**src/hw/e300_glue_pkg.sv**
```systemverilog
// ------------------------------
// Shared widths, field positions and register
// addresses for the board glue controller
// ------------------------------

package e300_glue_pkg;

  // ------------------------------
  // Bus widths
  // ------------------------------
  localparam int DATA_W = 32;
  localparam int ADDR_W = 8;

  // ------------------------------
  // Front-end control field
  // ------------------------------
  localparam int FE_W   = 9;
  localparam int FE_LSB = 10;

  // Bit order inside the field, from bit 0 upward
  localparam int FE_TX_EN_A      = 0;
  localparam int FE_TX_EN_B      = 1;
  localparam int FE_VCTXRX_V1    = 2;
  localparam int FE_VCTXRX_V2    = 3;
  localparam int FE_VCRX_V1      = 4;
  localparam int FE_VCRX_V2      = 5;
  localparam int FE_LED_RX       = 6;
  localparam int FE_LED_TXRX_RX  = 7;
  localparam int FE_LED_TXRX_TX  = 8;

  // Button interrupt length in bus cycles
  localparam int STRETCH_LEN = 8;

  // Synchronizer depths
  localparam int PPS_STAGES  = 3;
  localparam int SYNC_STAGES = 2;

  // PLL lock, 10 MHz present, PPS present, reference lock
  localparam int TCXO_W = 4;

  // Status word layout
  localparam int ST_PPS        = 0;
  localparam int ST_TCXO_LSB   = 1;
  localparam int ST_DRAM_ERR   = 5;
  localparam int ST_CALIB_DONE = 6;

  // Register map, REG_NONE marks an unmapped read
  typedef enum logic [ADDR_W-1:0] {
    REG_CTRL0  = 8'd0,
    REG_CTRL1  = 8'd1,
    REG_STATUS = 8'd2,
    REG_NONE   = 8'hff
  } reg_addr_e;

endpackage

```
**src/hw/button_irq.sv**
```systemverilog
// ------------------------------
// Power button press and release
// interrupts with pulse stretching
// ------------------------------

`timescale 1ns/1ps

module button_irq (
  input  logic bus_clk,
  input  logic bus_rst,
  // Debounced switch, low while pressed
  input  logic onswitch_n,
  output logic button_press_irq,
  output logic button_release_irq
);

  // Last two samples, [0] is the newest
  logic [1:0] sw_hist;

  logic press_det;
  logic release_det;

  logic [e300_glue_pkg::STRETCH_LEN-1:0] press_sr;
  logic [e300_glue_pkg::STRETCH_LEN-1:0] release_sr;

  // ------------------------------
  // Edge detection
  // ------------------------------
  // History starts at the idle level of the switch,
  // so leaving reset does not look like a release
  always_ff @(posedge bus_clk) begin
    if (bus_rst) begin
      sw_hist <= 2'b11;
    end else begin
      sw_hist <= {sw_hist[0], onswitch_n};
    end
  end

  // Two high samples then low is a press
  assign press_det   = ~onswitch_n & sw_hist[0] & sw_hist[1];
  assign release_det = onswitch_n & ~sw_hist[0] & ~sw_hist[1];

  // ------------------------------
  // Pulse stretch
  // ------------------------------
  // Each detection walks through the shift register,
  // keeping the interrupt up long enough not to be missed
  always_ff @(posedge bus_clk) begin
    if (bus_rst) begin
      press_sr   <= '0;
      release_sr <= '0;
    end else begin
      press_sr   <= {press_sr[e300_glue_pkg::STRETCH_LEN-2:0], press_det};
      release_sr <= {release_sr[e300_glue_pkg::STRETCH_LEN-2:0], release_det};
    end
  end

  assign button_press_irq   = |press_sr;
  assign button_release_irq = |release_sr;

endmodule

```
**src/hw/e300_glue_top.sv**
```systemverilog
// ------------------------------
// Board glue controller top level
// ------------------------------

`timescale 1ns/1ps

module e300_glue_top (
  input  logic                              bus_clk,
  input  logic                              bus_rst,
  // Settings write bus
  input  logic                              set_stb,
  input  logic [e300_glue_pkg::ADDR_W-1:0]  set_addr,
  input  logic [e300_glue_pkg::DATA_W-1:0]  set_data,
  // Readback bus
  input  logic                              rb_stb,
  input  logic [e300_glue_pkg::ADDR_W-1:0]  rb_addr,
  output logic [e300_glue_pkg::DATA_W-1:0]  rb_data,
  output logic                              rb_valid,
  // Board inputs
  input  logic                              onswitch_n,
  input  logic                              gps_pps,
  input  logic [e300_glue_pkg::TCXO_W-1:0]  tcxo_status_raw,
  input  logic                              dram_compare_error,
  input  logic                              dram_calib_done,
  // Front-end pins per channel
  output logic [e300_glue_pkg::FE_W-1:0]    fe_ch0,
  output logic [e300_glue_pkg::FE_W-1:0]    fe_ch1,
  // Interrupts
  output logic                              button_press_irq,
  output logic                              button_release_irq
);

  logic                              wr_ctrl0;
  logic                              wr_ctrl1;
  logic                              rd_valid;
  e300_glue_pkg::reg_addr_e          rd_sel;
  logic [e300_glue_pkg::DATA_W-1:0]  ctrl0;
  logic [e300_glue_pkg::DATA_W-1:0]  ctrl1;
  logic                              pps_sync;
  logic [e300_glue_pkg::TCXO_W-1:0]  tcxo_sync;
  logic                              dram_err;
  logic                              calib_done_sync;

  // ------------------------------
  // Bus decode and registers
  // ------------------------------
  setting_decode u_decode (
    .bus_clk  (bus_clk),
    .bus_rst  (bus_rst),
    .set_stb  (set_stb),
    .set_addr (set_addr),
    .rb_stb   (rb_stb),
    .rb_addr  (rb_addr),
    .wr_ctrl0 (wr_ctrl0),
    .wr_ctrl1 (wr_ctrl1),
    .rd_valid (rd_valid),
    .rd_sel   (rd_sel)
  );

  frontend_ctrl u_frontend (
    .bus_clk  (bus_clk),
    .bus_rst  (bus_rst),
    .wr_ctrl0 (wr_ctrl0),
    .wr_ctrl1 (wr_ctrl1),
    .set_data (set_data),
    .ctrl0    (ctrl0),
    .ctrl1    (ctrl1),
    .fe_ch0   (fe_ch0),
    .fe_ch1   (fe_ch1)
  );

  // ------------------------------
  // Events and status
  // ------------------------------
  button_irq u_button (
    .bus_clk            (bus_clk),
    .bus_rst            (bus_rst),
    .onswitch_n         (onswitch_n),
    .button_press_irq   (button_press_irq),
    .button_release_irq (button_release_irq)
  );

  status_sync u_status (
    .bus_clk            (bus_clk),
    .bus_rst            (bus_rst),
    .gps_pps            (gps_pps),
    .tcxo_status_raw    (tcxo_status_raw),
    .dram_compare_error (dram_compare_error),
    .dram_calib_done    (dram_calib_done),
    .pps_sync           (pps_sync),
    .tcxo_sync          (tcxo_sync),
    .dram_err           (dram_err),
    .calib_done_sync    (calib_done_sync)
  );

  // Readback result stage
  readback_mux u_readback (
    .bus_clk         (bus_clk),
    .bus_rst         (bus_rst),
    .rd_valid        (rd_valid),
    .rd_sel          (rd_sel),
    .ctrl0           (ctrl0),
    .ctrl1           (ctrl1),
    .pps_sync        (pps_sync),
    .tcxo_sync       (tcxo_sync),
    .dram_err        (dram_err),
    .calib_done_sync (calib_done_sync),
    .rb_data         (rb_data),
    .rb_valid        (rb_valid)
  );

endmodule

```
**src/hw/frontend_ctrl.sv**
```systemverilog
// ------------------------------
// Channel control registers and the
// front-end enable, antenna and LED fields
// ------------------------------

`timescale 1ns/1ps

module frontend_ctrl (
  input  logic                              bus_clk,
  input  logic                              bus_rst,
  // Write enables from decode
  input  logic                              wr_ctrl0,
  input  logic                              wr_ctrl1,
  input  logic [e300_glue_pkg::DATA_W-1:0]  set_data,
  // Full control words for readback
  output logic [e300_glue_pkg::DATA_W-1:0]  ctrl0,
  output logic [e300_glue_pkg::DATA_W-1:0]  ctrl1,
  // Front-end fields, one per channel
  output logic [e300_glue_pkg::FE_W-1:0]    fe_ch0,
  output logic [e300_glue_pkg::FE_W-1:0]    fe_ch1
);

  // ------------------------------
  // Control words
  // ------------------------------
  // Channel 0 register
  always_ff @(posedge bus_clk) begin
    if (bus_rst) begin
      ctrl0 <= '0;
    end else if (wr_ctrl0) begin
      ctrl0 <= set_data;
    end
  end

  // Channel 1 register
  always_ff @(posedge bus_clk) begin
    if (bus_rst) begin
      ctrl1 <= '0;
    end else if (wr_ctrl1) begin
      ctrl1 <= set_data;
    end
  end

  // ------------------------------
  // Front-end fields
  // ------------------------------
  // Bits 18 down to 10 of each word, lowest bit first:
  //   TX enable A and B
  //   TX/RX antenna switch V1 and V2
  //   RX antenna switch V1 and V2
  //   RX LED, TX/RX LED in receive, TX/RX LED in transmit
  // Channel 0 drives the first set of pins, no swap
  assign fe_ch0 = ctrl0[e300_glue_pkg::FE_LSB +: e300_glue_pkg::FE_W];
  assign fe_ch1 = ctrl1[e300_glue_pkg::FE_LSB +: e300_glue_pkg::FE_W];

  // Remaining bits of each word are kept for
  // software but have no pin behind them

endmodule

```
**src/hw/readback_mux.sv**
```systemverilog
// ------------------------------
// Status word packing and registered
// readback data
// ------------------------------

`timescale 1ns/1ps

module readback_mux (
  input  logic                              bus_clk,
  input  logic                              bus_rst,
  // From decode
  input  logic                              rd_valid,
  input  e300_glue_pkg::reg_addr_e          rd_sel,
  // Register sources
  input  logic [e300_glue_pkg::DATA_W-1:0]  ctrl0,
  input  logic [e300_glue_pkg::DATA_W-1:0]  ctrl1,
  input  logic                              pps_sync,
  input  logic [e300_glue_pkg::TCXO_W-1:0]  tcxo_sync,
  input  logic                              dram_err,
  input  logic                              calib_done_sync,
  // Readback bus
  output logic [e300_glue_pkg::DATA_W-1:0]  rb_data,
  output logic                              rb_valid
);

  logic [e300_glue_pkg::DATA_W-1:0] status_word;
  logic [e300_glue_pkg::DATA_W-1:0] rd_mux;

  // Unused status bits read zero
  always_comb begin
    status_word = '0;
    status_word[e300_glue_pkg::ST_PPS] = pps_sync;
    status_word[e300_glue_pkg::ST_TCXO_LSB +: e300_glue_pkg::TCXO_W] = tcxo_sync;
    status_word[e300_glue_pkg::ST_DRAM_ERR]   = dram_err;
    status_word[e300_glue_pkg::ST_CALIB_DONE] = calib_done_sync;
  end

  always_comb begin
    case (rd_sel)
      e300_glue_pkg::REG_CTRL0:  rd_mux = ctrl0;
      e300_glue_pkg::REG_CTRL1:  rd_mux = ctrl1;
      e300_glue_pkg::REG_STATUS: rd_mux = status_word;
      default:                   rd_mux = '0;
    endcase
  end

  // Second readback stage
  always_ff @(posedge bus_clk) begin
    if (bus_rst) begin
      rb_valid <= 1'b0;
      rb_data  <= '0;
    end else begin
      rb_valid <= rd_valid;
      if (rd_valid) begin
        rb_data <= rd_mux;
      end
    end
  end

endmodule

```
**src/hw/setting_decode.sv**
```systemverilog
// ------------------------------
// Settings bus decode: write enables and
// registered readback selection
// ------------------------------

`timescale 1ns/1ps

module setting_decode (
  input  logic                                bus_clk,
  input  logic                                bus_rst,
  // Write strobe bus
  input  logic                                set_stb,
  input  logic [e300_glue_pkg::ADDR_W-1:0]    set_addr,
  // Readback strobe bus
  input  logic                                rb_stb,
  input  logic [e300_glue_pkg::ADDR_W-1:0]    rb_addr,
  // To the control registers
  output logic                                wr_ctrl0,
  output logic                                wr_ctrl1,
  // To the readback stage
  output logic                                rd_valid,
  output e300_glue_pkg::reg_addr_e            rd_sel
);

  // ------------------------------
  // Write path
  // ------------------------------
  // One enable per writable register, same cycle as the strobe.
  // Status and unmapped addresses raise nothing
  always_comb begin
    wr_ctrl0 = 1'b0;
    wr_ctrl1 = 1'b0;
    if (set_stb) begin
      case (set_addr)
        e300_glue_pkg::REG_CTRL0: wr_ctrl0 = 1'b1;
        e300_glue_pkg::REG_CTRL1: wr_ctrl1 = 1'b1;
        default: ;
      endcase
    end
  end

  // ------------------------------
  // Read path
  // ------------------------------
  // First readback stage, one request accepted every cycle
  always_ff @(posedge bus_clk) begin
    if (bus_rst) begin
      rd_valid <= 1'b0;
      rd_sel   <= e300_glue_pkg::REG_NONE;
    end else begin
      rd_valid <= rb_stb;
      if (rb_stb) begin
        case (rb_addr)
          e300_glue_pkg::REG_CTRL0,
          e300_glue_pkg::REG_CTRL1,
          e300_glue_pkg::REG_STATUS: rd_sel <= e300_glue_pkg::reg_addr_e'(rb_addr);
          default:                   rd_sel <= e300_glue_pkg::REG_NONE;
        endcase
      end
    end
  end

endmodule

```
**src/hw/status_sync.sv**
```systemverilog
// ------------------------------
// Synchronizers for PPS, reference status
// and DRAM test flags, sticky DRAM error
// ------------------------------

`timescale 1ns/1ps

module status_sync (
  input  logic                              bus_clk,
  input  logic                              bus_rst,
  // Asynchronous inputs
  input  logic                              gps_pps,
  input  logic [e300_glue_pkg::TCXO_W-1:0]  tcxo_status_raw,
  input  logic                              dram_compare_error,
  input  logic                              dram_calib_done,
  // Bus clock domain
  output logic                              pps_sync,
  output logic [e300_glue_pkg::TCXO_W-1:0]  tcxo_sync,
  output logic                              dram_err,
  output logic                              calib_done_sync
);

  localparam int PN = e300_glue_pkg::PPS_STAGES;
  localparam int SN = e300_glue_pkg::SYNC_STAGES;

  logic [PN-1:0]                             pps_pipe;
  logic [SN-1:0][e300_glue_pkg::TCXO_W-1:0]  tcxo_pipe;
  logic [SN-1:0]                             err_pipe;
  logic [SN-1:0]                             calib_pipe;

  logic err_sync;

  // ------------------------------
  // Synchronizer chains
  // ------------------------------
  // Index 0 takes the raw input, the top index is the output
  always_ff @(posedge bus_clk) begin
    if (bus_rst) begin
      pps_pipe   <= '0;
      tcxo_pipe  <= '0;
      err_pipe   <= '0;
      calib_pipe <= '0;
    end else begin
      pps_pipe   <= {pps_pipe[PN-2:0], gps_pps};
      tcxo_pipe  <= {tcxo_pipe[SN-2:0], tcxo_status_raw};
      err_pipe   <= {err_pipe[SN-2:0], dram_compare_error};
      calib_pipe <= {calib_pipe[SN-2:0], dram_calib_done};
    end
  end

  assign pps_sync        = pps_pipe[PN-1];
  assign tcxo_sync       = tcxo_pipe[SN-1];
  assign err_sync        = err_pipe[SN-1];
  assign calib_done_sync = calib_pipe[SN-1];

  // ------------------------------
  // DRAM test monitor
  // ------------------------------
  // Compare errors before calibration are noise from the
  // controller start-up and are ignored. Once set, held
  // until reset
  always_ff @(posedge bus_clk) begin
    if (bus_rst) begin
      dram_err <= 1'b0;
    end else if (err_sync && calib_done_sync) begin
      dram_err <= 1'b1;
    end
  end

endmodule

```
**config.mk**
```make
export PLATFORM = sky130hd
export DESIGN_NAME = e300_glue_top
export DESIGN_NICKNAME = d
export VERILOG_FILES = /design/src/hw/e300_glue_pkg.sv /design/src/hw/button_irq.sv /design/src/hw/e300_glue_top.sv /design/src/hw/frontend_ctrl.sv /design/src/hw/readback_mux.sv /design/src/hw/setting_decode.sv /design/src/hw/status_sync.sv
export SDC_FILE = /design/constraint.sdc
export NUM_CORES = 1
export LEC_CHECK = 0
export ABC_AREA = 1
export CORE_ASPECT_RATIO = 0.6
export CORE_MARGIN = 2
export CORE_UTILIZATION = 68
export DETAILED_ROUTE_END_ITERATION = 10
export DONT_BUFFER_PORTS = 1
export HOLD_SLACK_MARGIN = 0.08
export PLACE_DENSITY = 0.84
export SLEW_MARGIN = 0
export SYNTH_ARGS = -nofsm -noshare
export SYNTH_HDL_FRONTEND = slang
export SYNTH_SLANG_ARGS = --single-unit
```
**constraint.sdc**
```tcl
create_clock -name bus_clk -period 2.6 [get_ports bus_clk]
set_input_delay 0.39 -clock bus_clk [delete_from_list [all_inputs] [get_ports bus_clk]]
set_output_delay 0.39 -clock bus_clk [all_outputs]
set_load 0.02 [all_outputs]
```
# After elaboration in Yosys (flattened, before gate mapping)
# Cells that the tools add are included.
[word_totals]
regBits = 140
in_bits = 60
[op_classes]
eq_ne = 5
n_mux = 6
n_bitwise = 7
reduce_logical = 7
[ops]
columns = ["cell", "n"]
rows = [
  ["case mux 32 bit (3 select lines)", 1],
  ["equality test 8 x 1 -> 1 bit, second input constant", 3],
  ["zero test 8 bit", 3],
  ["equality test 8 x 2 -> 1 bit, second input constant", 2],
  ["OR reduction 8 bit", 2],
  ["two-way mux 8 bit", 1],
  ["AND 1 bit", 4],
  ["two-way mux 1 bit", 4],
  ["inverter 1 bit", 3],
  ["OR reduction 3 bit", 1],
  ["logical AND 1 bit", 1],
]

# Logic depth before layout (Yosys ltp)
[logic_depth]
depth_word = 3
ltp_mapped = 9

# Hierarchy
# From an unflattened synthesis, not the netlist that was laid out.
[unflattened]
hier_cells = 838
area_unflattened_um2 = 5974.5
[by_module_without_submodules]
columns = ["module", "instances", "cells_each", "area_per_inst_um2", "seq_area_each_um2"]
rows = [
  ["frontend_ctrl", 1, 391, 2703.8, 1281.2],
  ["readback_mux", 1, 272, 1828.0, 660.6],
  ["button_irq", 1, 70, 573.0, 360.3],
  ["status_sync", 1, 55, 509.2, 320.3],
  ["setting_decode", 1, 50, 360.3, 180.2],
]

# Worst setup path after synthesis
# OpenSTA, ideal clock, no wires.
[synth_timing]
kind = "input -> register"
startpoint = "input set_addr[3] (netlist name)"
endpoint = "register u_frontend.ctrl1[10] (netlist name)"
setup_ns = 0.115
arrival_time_ns = 1.290
required_time_ns = 2.485
setup_slack_ns = 1.195
stages = 7
path_cell_list = "or2_1 -> nor3_2 -> buf_4 -> buf_4 -> nand3_1 -> nand2_1 -> nor2_1"
[synth_between]
elab_chain_cells = 3
[synth_lines]
columns = ["element", "line_no", "source"]
rows = [
  ["start, declared", "e300_glue_top.sv:12", "input logic [e300_glue_pkg::ADDR_W-1:0] set_addr,"],
  ["equality test 8 x 1 -> 1 bit", "setting_decode.sv:34", "case (set_addr)"],
  ["two-way mux 1 bit", "setting_decode.sv:34", ""],
  ["two-way mux 1 bit", "setting_decode.sv:33", "if (set_stb) begin"],
  ["end signal, assigned", "frontend_ctrl.sv:40", "ctrl1 <= set_data;"],
  ["end, declared", "frontend_ctrl.sv:17", "output logic [e300_glue_pkg::DATA_W-1:0] ctrl1,"],
]
# Every way passes these cells.
# A chain may end at the register's enable or synchronous reset.

# Worst setup path in the final report
[layout_timing]
startpoint = "register u_decode.rd_sel[5]"
endpoint = "register u_readback.rb_data[26] (netlist name)"
[layout_between]
elab_chain_cells = 2
[layout_lines]
columns = ["element", "line_no", "source"]
rows = [
  ["start, declared", "setting_decode.sv:22", "output e300_glue_pkg::reg_addr_e rd_sel"],
  ["start signal, assigned", "setting_decode.sv:49", "rd_sel <= e300_glue_pkg::REG_NONE;"],
  ["start signal, assigned", "setting_decode.sv:56", "e300_glue_pkg::REG_STATUS: rd_sel <= e300_glue_pkg::reg_addr_e'(rb_addr);"],
  ["start signal, assigned", "setting_decode.sv:57", "default: rd_sel <= e300_glue_pkg::REG_NONE;"],
  ["equality test 8 x 2 -> 1 bit (tied with other cells)", "readback_mux.sv:39", "case (rd_sel)"],
  ["case mux 32 bit (3 select lines) (*)", "readback_mux.sv:39", ""],
  ["end signal, assigned", "readback_mux.sv:55", "rb_data <= rd_mux;"],
  ["end, declared", "readback_mux.sv:22", "output logic [e300_glue_pkg::DATA_W-1:0] rb_data,"],
]
# Every way passes the cells marked *; elsewhere a longest branch is shown, timed or not.

==> flow_metrics.env <==
export IMPL_hold_path_depth=2
export IMPL_cts_resized=0
export IMPL_final_cell_mix="nand2_1, dfxtp_1, nand3_1, nor2_1, a21oi_1"
export IMPL_synth_ff_type="dfxtp_1"
export IMPL_syn_to_final_growth_pct=9.759
export IMPL_setup_viol=0
export IMPL_fp_coreArea_mm2=0.008426
export IMPL_seqPwrFrac_pct=44.5
export IMPL_timing_rr_start="u_decode.rd_sel[5]"
export IMPL_yosysTopAreaCell="dfxtp_1"
export IMPL_power_density_mw_per_mm2=763.0
export IMPL_io_buffers=0
export IMPL_drt_pass1_iterations=5
export IMPL_synth_edf_count=0
export IMPL_cts_root_buf="clkbuf_16"
export IMPL_ios=113
export IMPL_synth_distinct_cells=19
export IMPL_grt_max_degree=67
export IMPL_die_h_um=75.91
export IMPL_drt_initial_drc_count=549
export IMPL_cpMostUsedCell="nand2_1"
export IMPL_drv_slew=0
export IMPL_path_cells="nor2_1 > nand2_1 > nor2_2 > buf_4 > nand2_1 > nand2_1 > nand2_1 > a21oi_1"
export IMPL_comb_power_share_pct=4.1
export IMPL_synth_top_area_share_pct=47.83
export IMPL_min_delay_start="tcxo_status_raw[3]"
export IMPL_ant_nets=0
export IMPL_cts_buffers_inserted=17
export IMPL_placed_area_mm2=0.005720
export IMPL_antenna_found_initial=0
export IMPL_grt_overflow=0
export IMPL_ys_warn_count=0
export IMPL_crit_buf_inv=1
export IMPL_period_minus_slack_ns=1.717
export IMPL_fin_crit_sh_pct=66.03
export IMPL_synthTopCellsByArea="dfxtp_1, nand2_1, nand3_1"
export IMPL_die_x_um=123.8
export IMPL_start_util_pct=69.54
export IMPL_hold_viol_final=0
export IMPL_slew_headroom_pct=51.47
export IMPL_fmax_mhz=582.5
export IMPL_critPathKind="flop to flop"
export IMPL_synth_nets=889
export IMPL_crit_path_end_kind="flop"
export IMPL_critPathMaxStageDelay_ns=0.46
export IMPL_crit_path_start_kind="flop"
export IMPL_h_tree_depth=4
export IMPL_clkTransAtPathRegs_ns=0.06
export IMPL_wire_per_inst_um=15.65
export IMPL_crit_fanout=14
export IMPL_switching_share_pct=20.76
export IMPL_rows=26
export IMPL_ys_ff_latch=140
export IMPL_cp_required_ns=2.94
export IMPL_synthCells=829
export IMPL_drive_gt1_share_pct=6.452
export IMPL_clock_latency_ns=0.42
export IMPL_clock_sinks=140
export IMPL_reg2reg_depth=8
export IMPL_worstPathArrival_ns=2.06
export IMPL_clkPwrFrac_pct=51.4
export IMPL_design_area_mm2=0.006431
export IMPL_dieArea_mm2=0.009400
export IMPL_gp_congestion=0.7858
export IMPL_r2r_setup_slack_ns=0.88
export IMPL_p_sw_mw=1.019
export IMPL_dp_hpwl_um=8593
export IMPL_rsz0062_at_grt="no"
export IMPL_fin_skew_ns=0.005193
export IMPL_hold_class="input port to flop"
export IMPL_grt_pass1_wl_um=23170
export IMPL_cts_tree="built"
export IMPL_ys_seq_area_share_pct=47.83
export IMPL_final_common_cell="nand2_1"
export IMPL_vias_per_cell=5.761
export IMPL_worst_pin_slew_ns=0.7256
export IMPL_final_setup_tns_ns=0
export IMPL_antenna_cells=0
export IMPL_cp_top_family="simple AND/OR/NAND/NOR gates"
export IMPL_nFillCells=627
export IMPL_grt_total_usage_pct=31.41
export IMPL_post_cts_buffers=0
export IMPL_vias=5289
export IMPL_cp_slowest_cell="nor2_2"
export IMPL_async_flop_share_pct=0
export IMPL_synth_avg_cell_area_um2=7.068
export IMPL_hold_end="u_status.tcxo_pipe[3]"
export IMPL_syn_area_mm2=0.005859
export IMPL_ir_worst_vdd_v=0.0005382
export IMPL_maxCapViolations=0
export IMPL_grt_pass1_vias=4921
export IMPL_outcome="finished clean"
export IMPL_r2r_end="u_readback.rb_data[26]"
export IMPL_holdBufCountCts=8
export IMPL_nets=856
export IMPL_leakage_nw=2.734
export IMPL_clockBufferDepth=2
export IMPL_routed_wl_um=14370
export IMPL_p_int_mw=3.888
export IMPL_post_route_drc_count=0
==> cell families after synthesis <==
logic type / synth area share, %
compound gates: 9.139
simple gates: 30.69
buf+inv: 12.34
flops: 47.83
==> metal layers <==
metal	global-route usage [%]	part of all wire, %	vias up
met3	8.057	9.9	49
met5	0	0	-
met4	16.36	2.9	0
li1	-	-	2546
met1	39.33	41	2408
met2	49.73	46	286
==> cells in the mapped netlist, types with 2 or more instances <==
cell type / count
buf_6: 7
nor2_1: 107
inv_2: 3
clkbuf_1: 13
nor4_1: 4
buf_2: 14
a21oi_1: 105
buf_1: 16
nor3_1: 2
dfxtp_1: 140
buf_4: 26
o21ai_0: 2
nand3_1: 114
inv_1: 69
nand2_1: 203
==> metrics by stage <==
stage	hold slack [ns]	power (mW)	util [%]	instances	worst slack, ns
after floorplan	0.3883	2.370	-	829	1.195
after global placement	0.3951	2.387	67.89	881	0.7870
after detailed placement	0.3939	2.394	67.89	881	0.7083
after CTS	0.08143	4.923	76.33	918	0.8800
after global routing	0.08065	5.051	76.33	918	0.7060
final	0.09069	4.907	76.33	918	0.8832
==> worst max-delay path by stage <==
| stage | startpoint | to | slack, ns | depth (start not counted) |
|---|---|---|---|---|
| 5_1_grt | u_decode.rd_sel[5] | u_readback.rb_data[26] | 0.71 | 8 |
| 3_3_place_gp | set_addr[3] | u_frontend.ctrl0[23] | 0.79 | 6 |
| 6_report | u_decode.rd_sel[5] | u_readback.rb_data[26] | 0.88 | 8 |
| 2_1_floorplan | set_addr[3] | u_frontend.ctrl1[10] | 1.20 | 7 |
| 4_1_cts | u_button.press_sr[5] | button_press_irq | 0.88 | 2 |
| 3_5_place_dp | set_addr[3] | u_frontend.ctrl0[28] | 0.71 | 6 |
==> power groups by stage <==
stage / clock network (mW) / logic, mW / registers (mW)
final: 2.52 / 0.202 / 2.18
after detailed placement: 0 / 0.165 / 2.23
after global placement: 0 / 0.159 / 2.23
after floorplan: 0 / 0.145 / 2.23
after global routing: 2.64 / 0.221 / 2.19
after CTS: 2.54 / 0.198 / 2.18
==> state kept, by name, indices dropped and copies added, names as in the netlist <==
| signal | flops |
|---|---|
| u_status.dram_err | 1 |
| u_frontend.ctrl1 | 32 |
| u_status.err_pipe | 2 |
| u_status.calib_pipe | 2 |
| u_button.release_sr | 8 |
| u_decode.rd_sel | 8 |
| u_frontend.ctrl0 | 32 |
| u_button.sw_hist | 2 |
| u_decode.rd_valid | 1 |
| u_status.pps_pipe | 3 |
| u_status.tcxo_pipe | 4 |
| u_status.tcxo_sync | 4 |
| u_readback.rb_data | 32 |
| u_readback.rb_valid | 1 |
| u_button.press_sr | 8 |
==> layout make-up <==
type	count	area, um2	area share, %
flip-flops and latches	140	2803	43.58
multi-input cells	541	2350	36.54
clock buffers	22	474.2	7.374
inverters	72	270.3	4.202
repair buffers	24	255.2	3.969
well taps	112	140.1	2.179
clock inverters	7	138.9	2.160
Power figures use the tool's default switching activity.
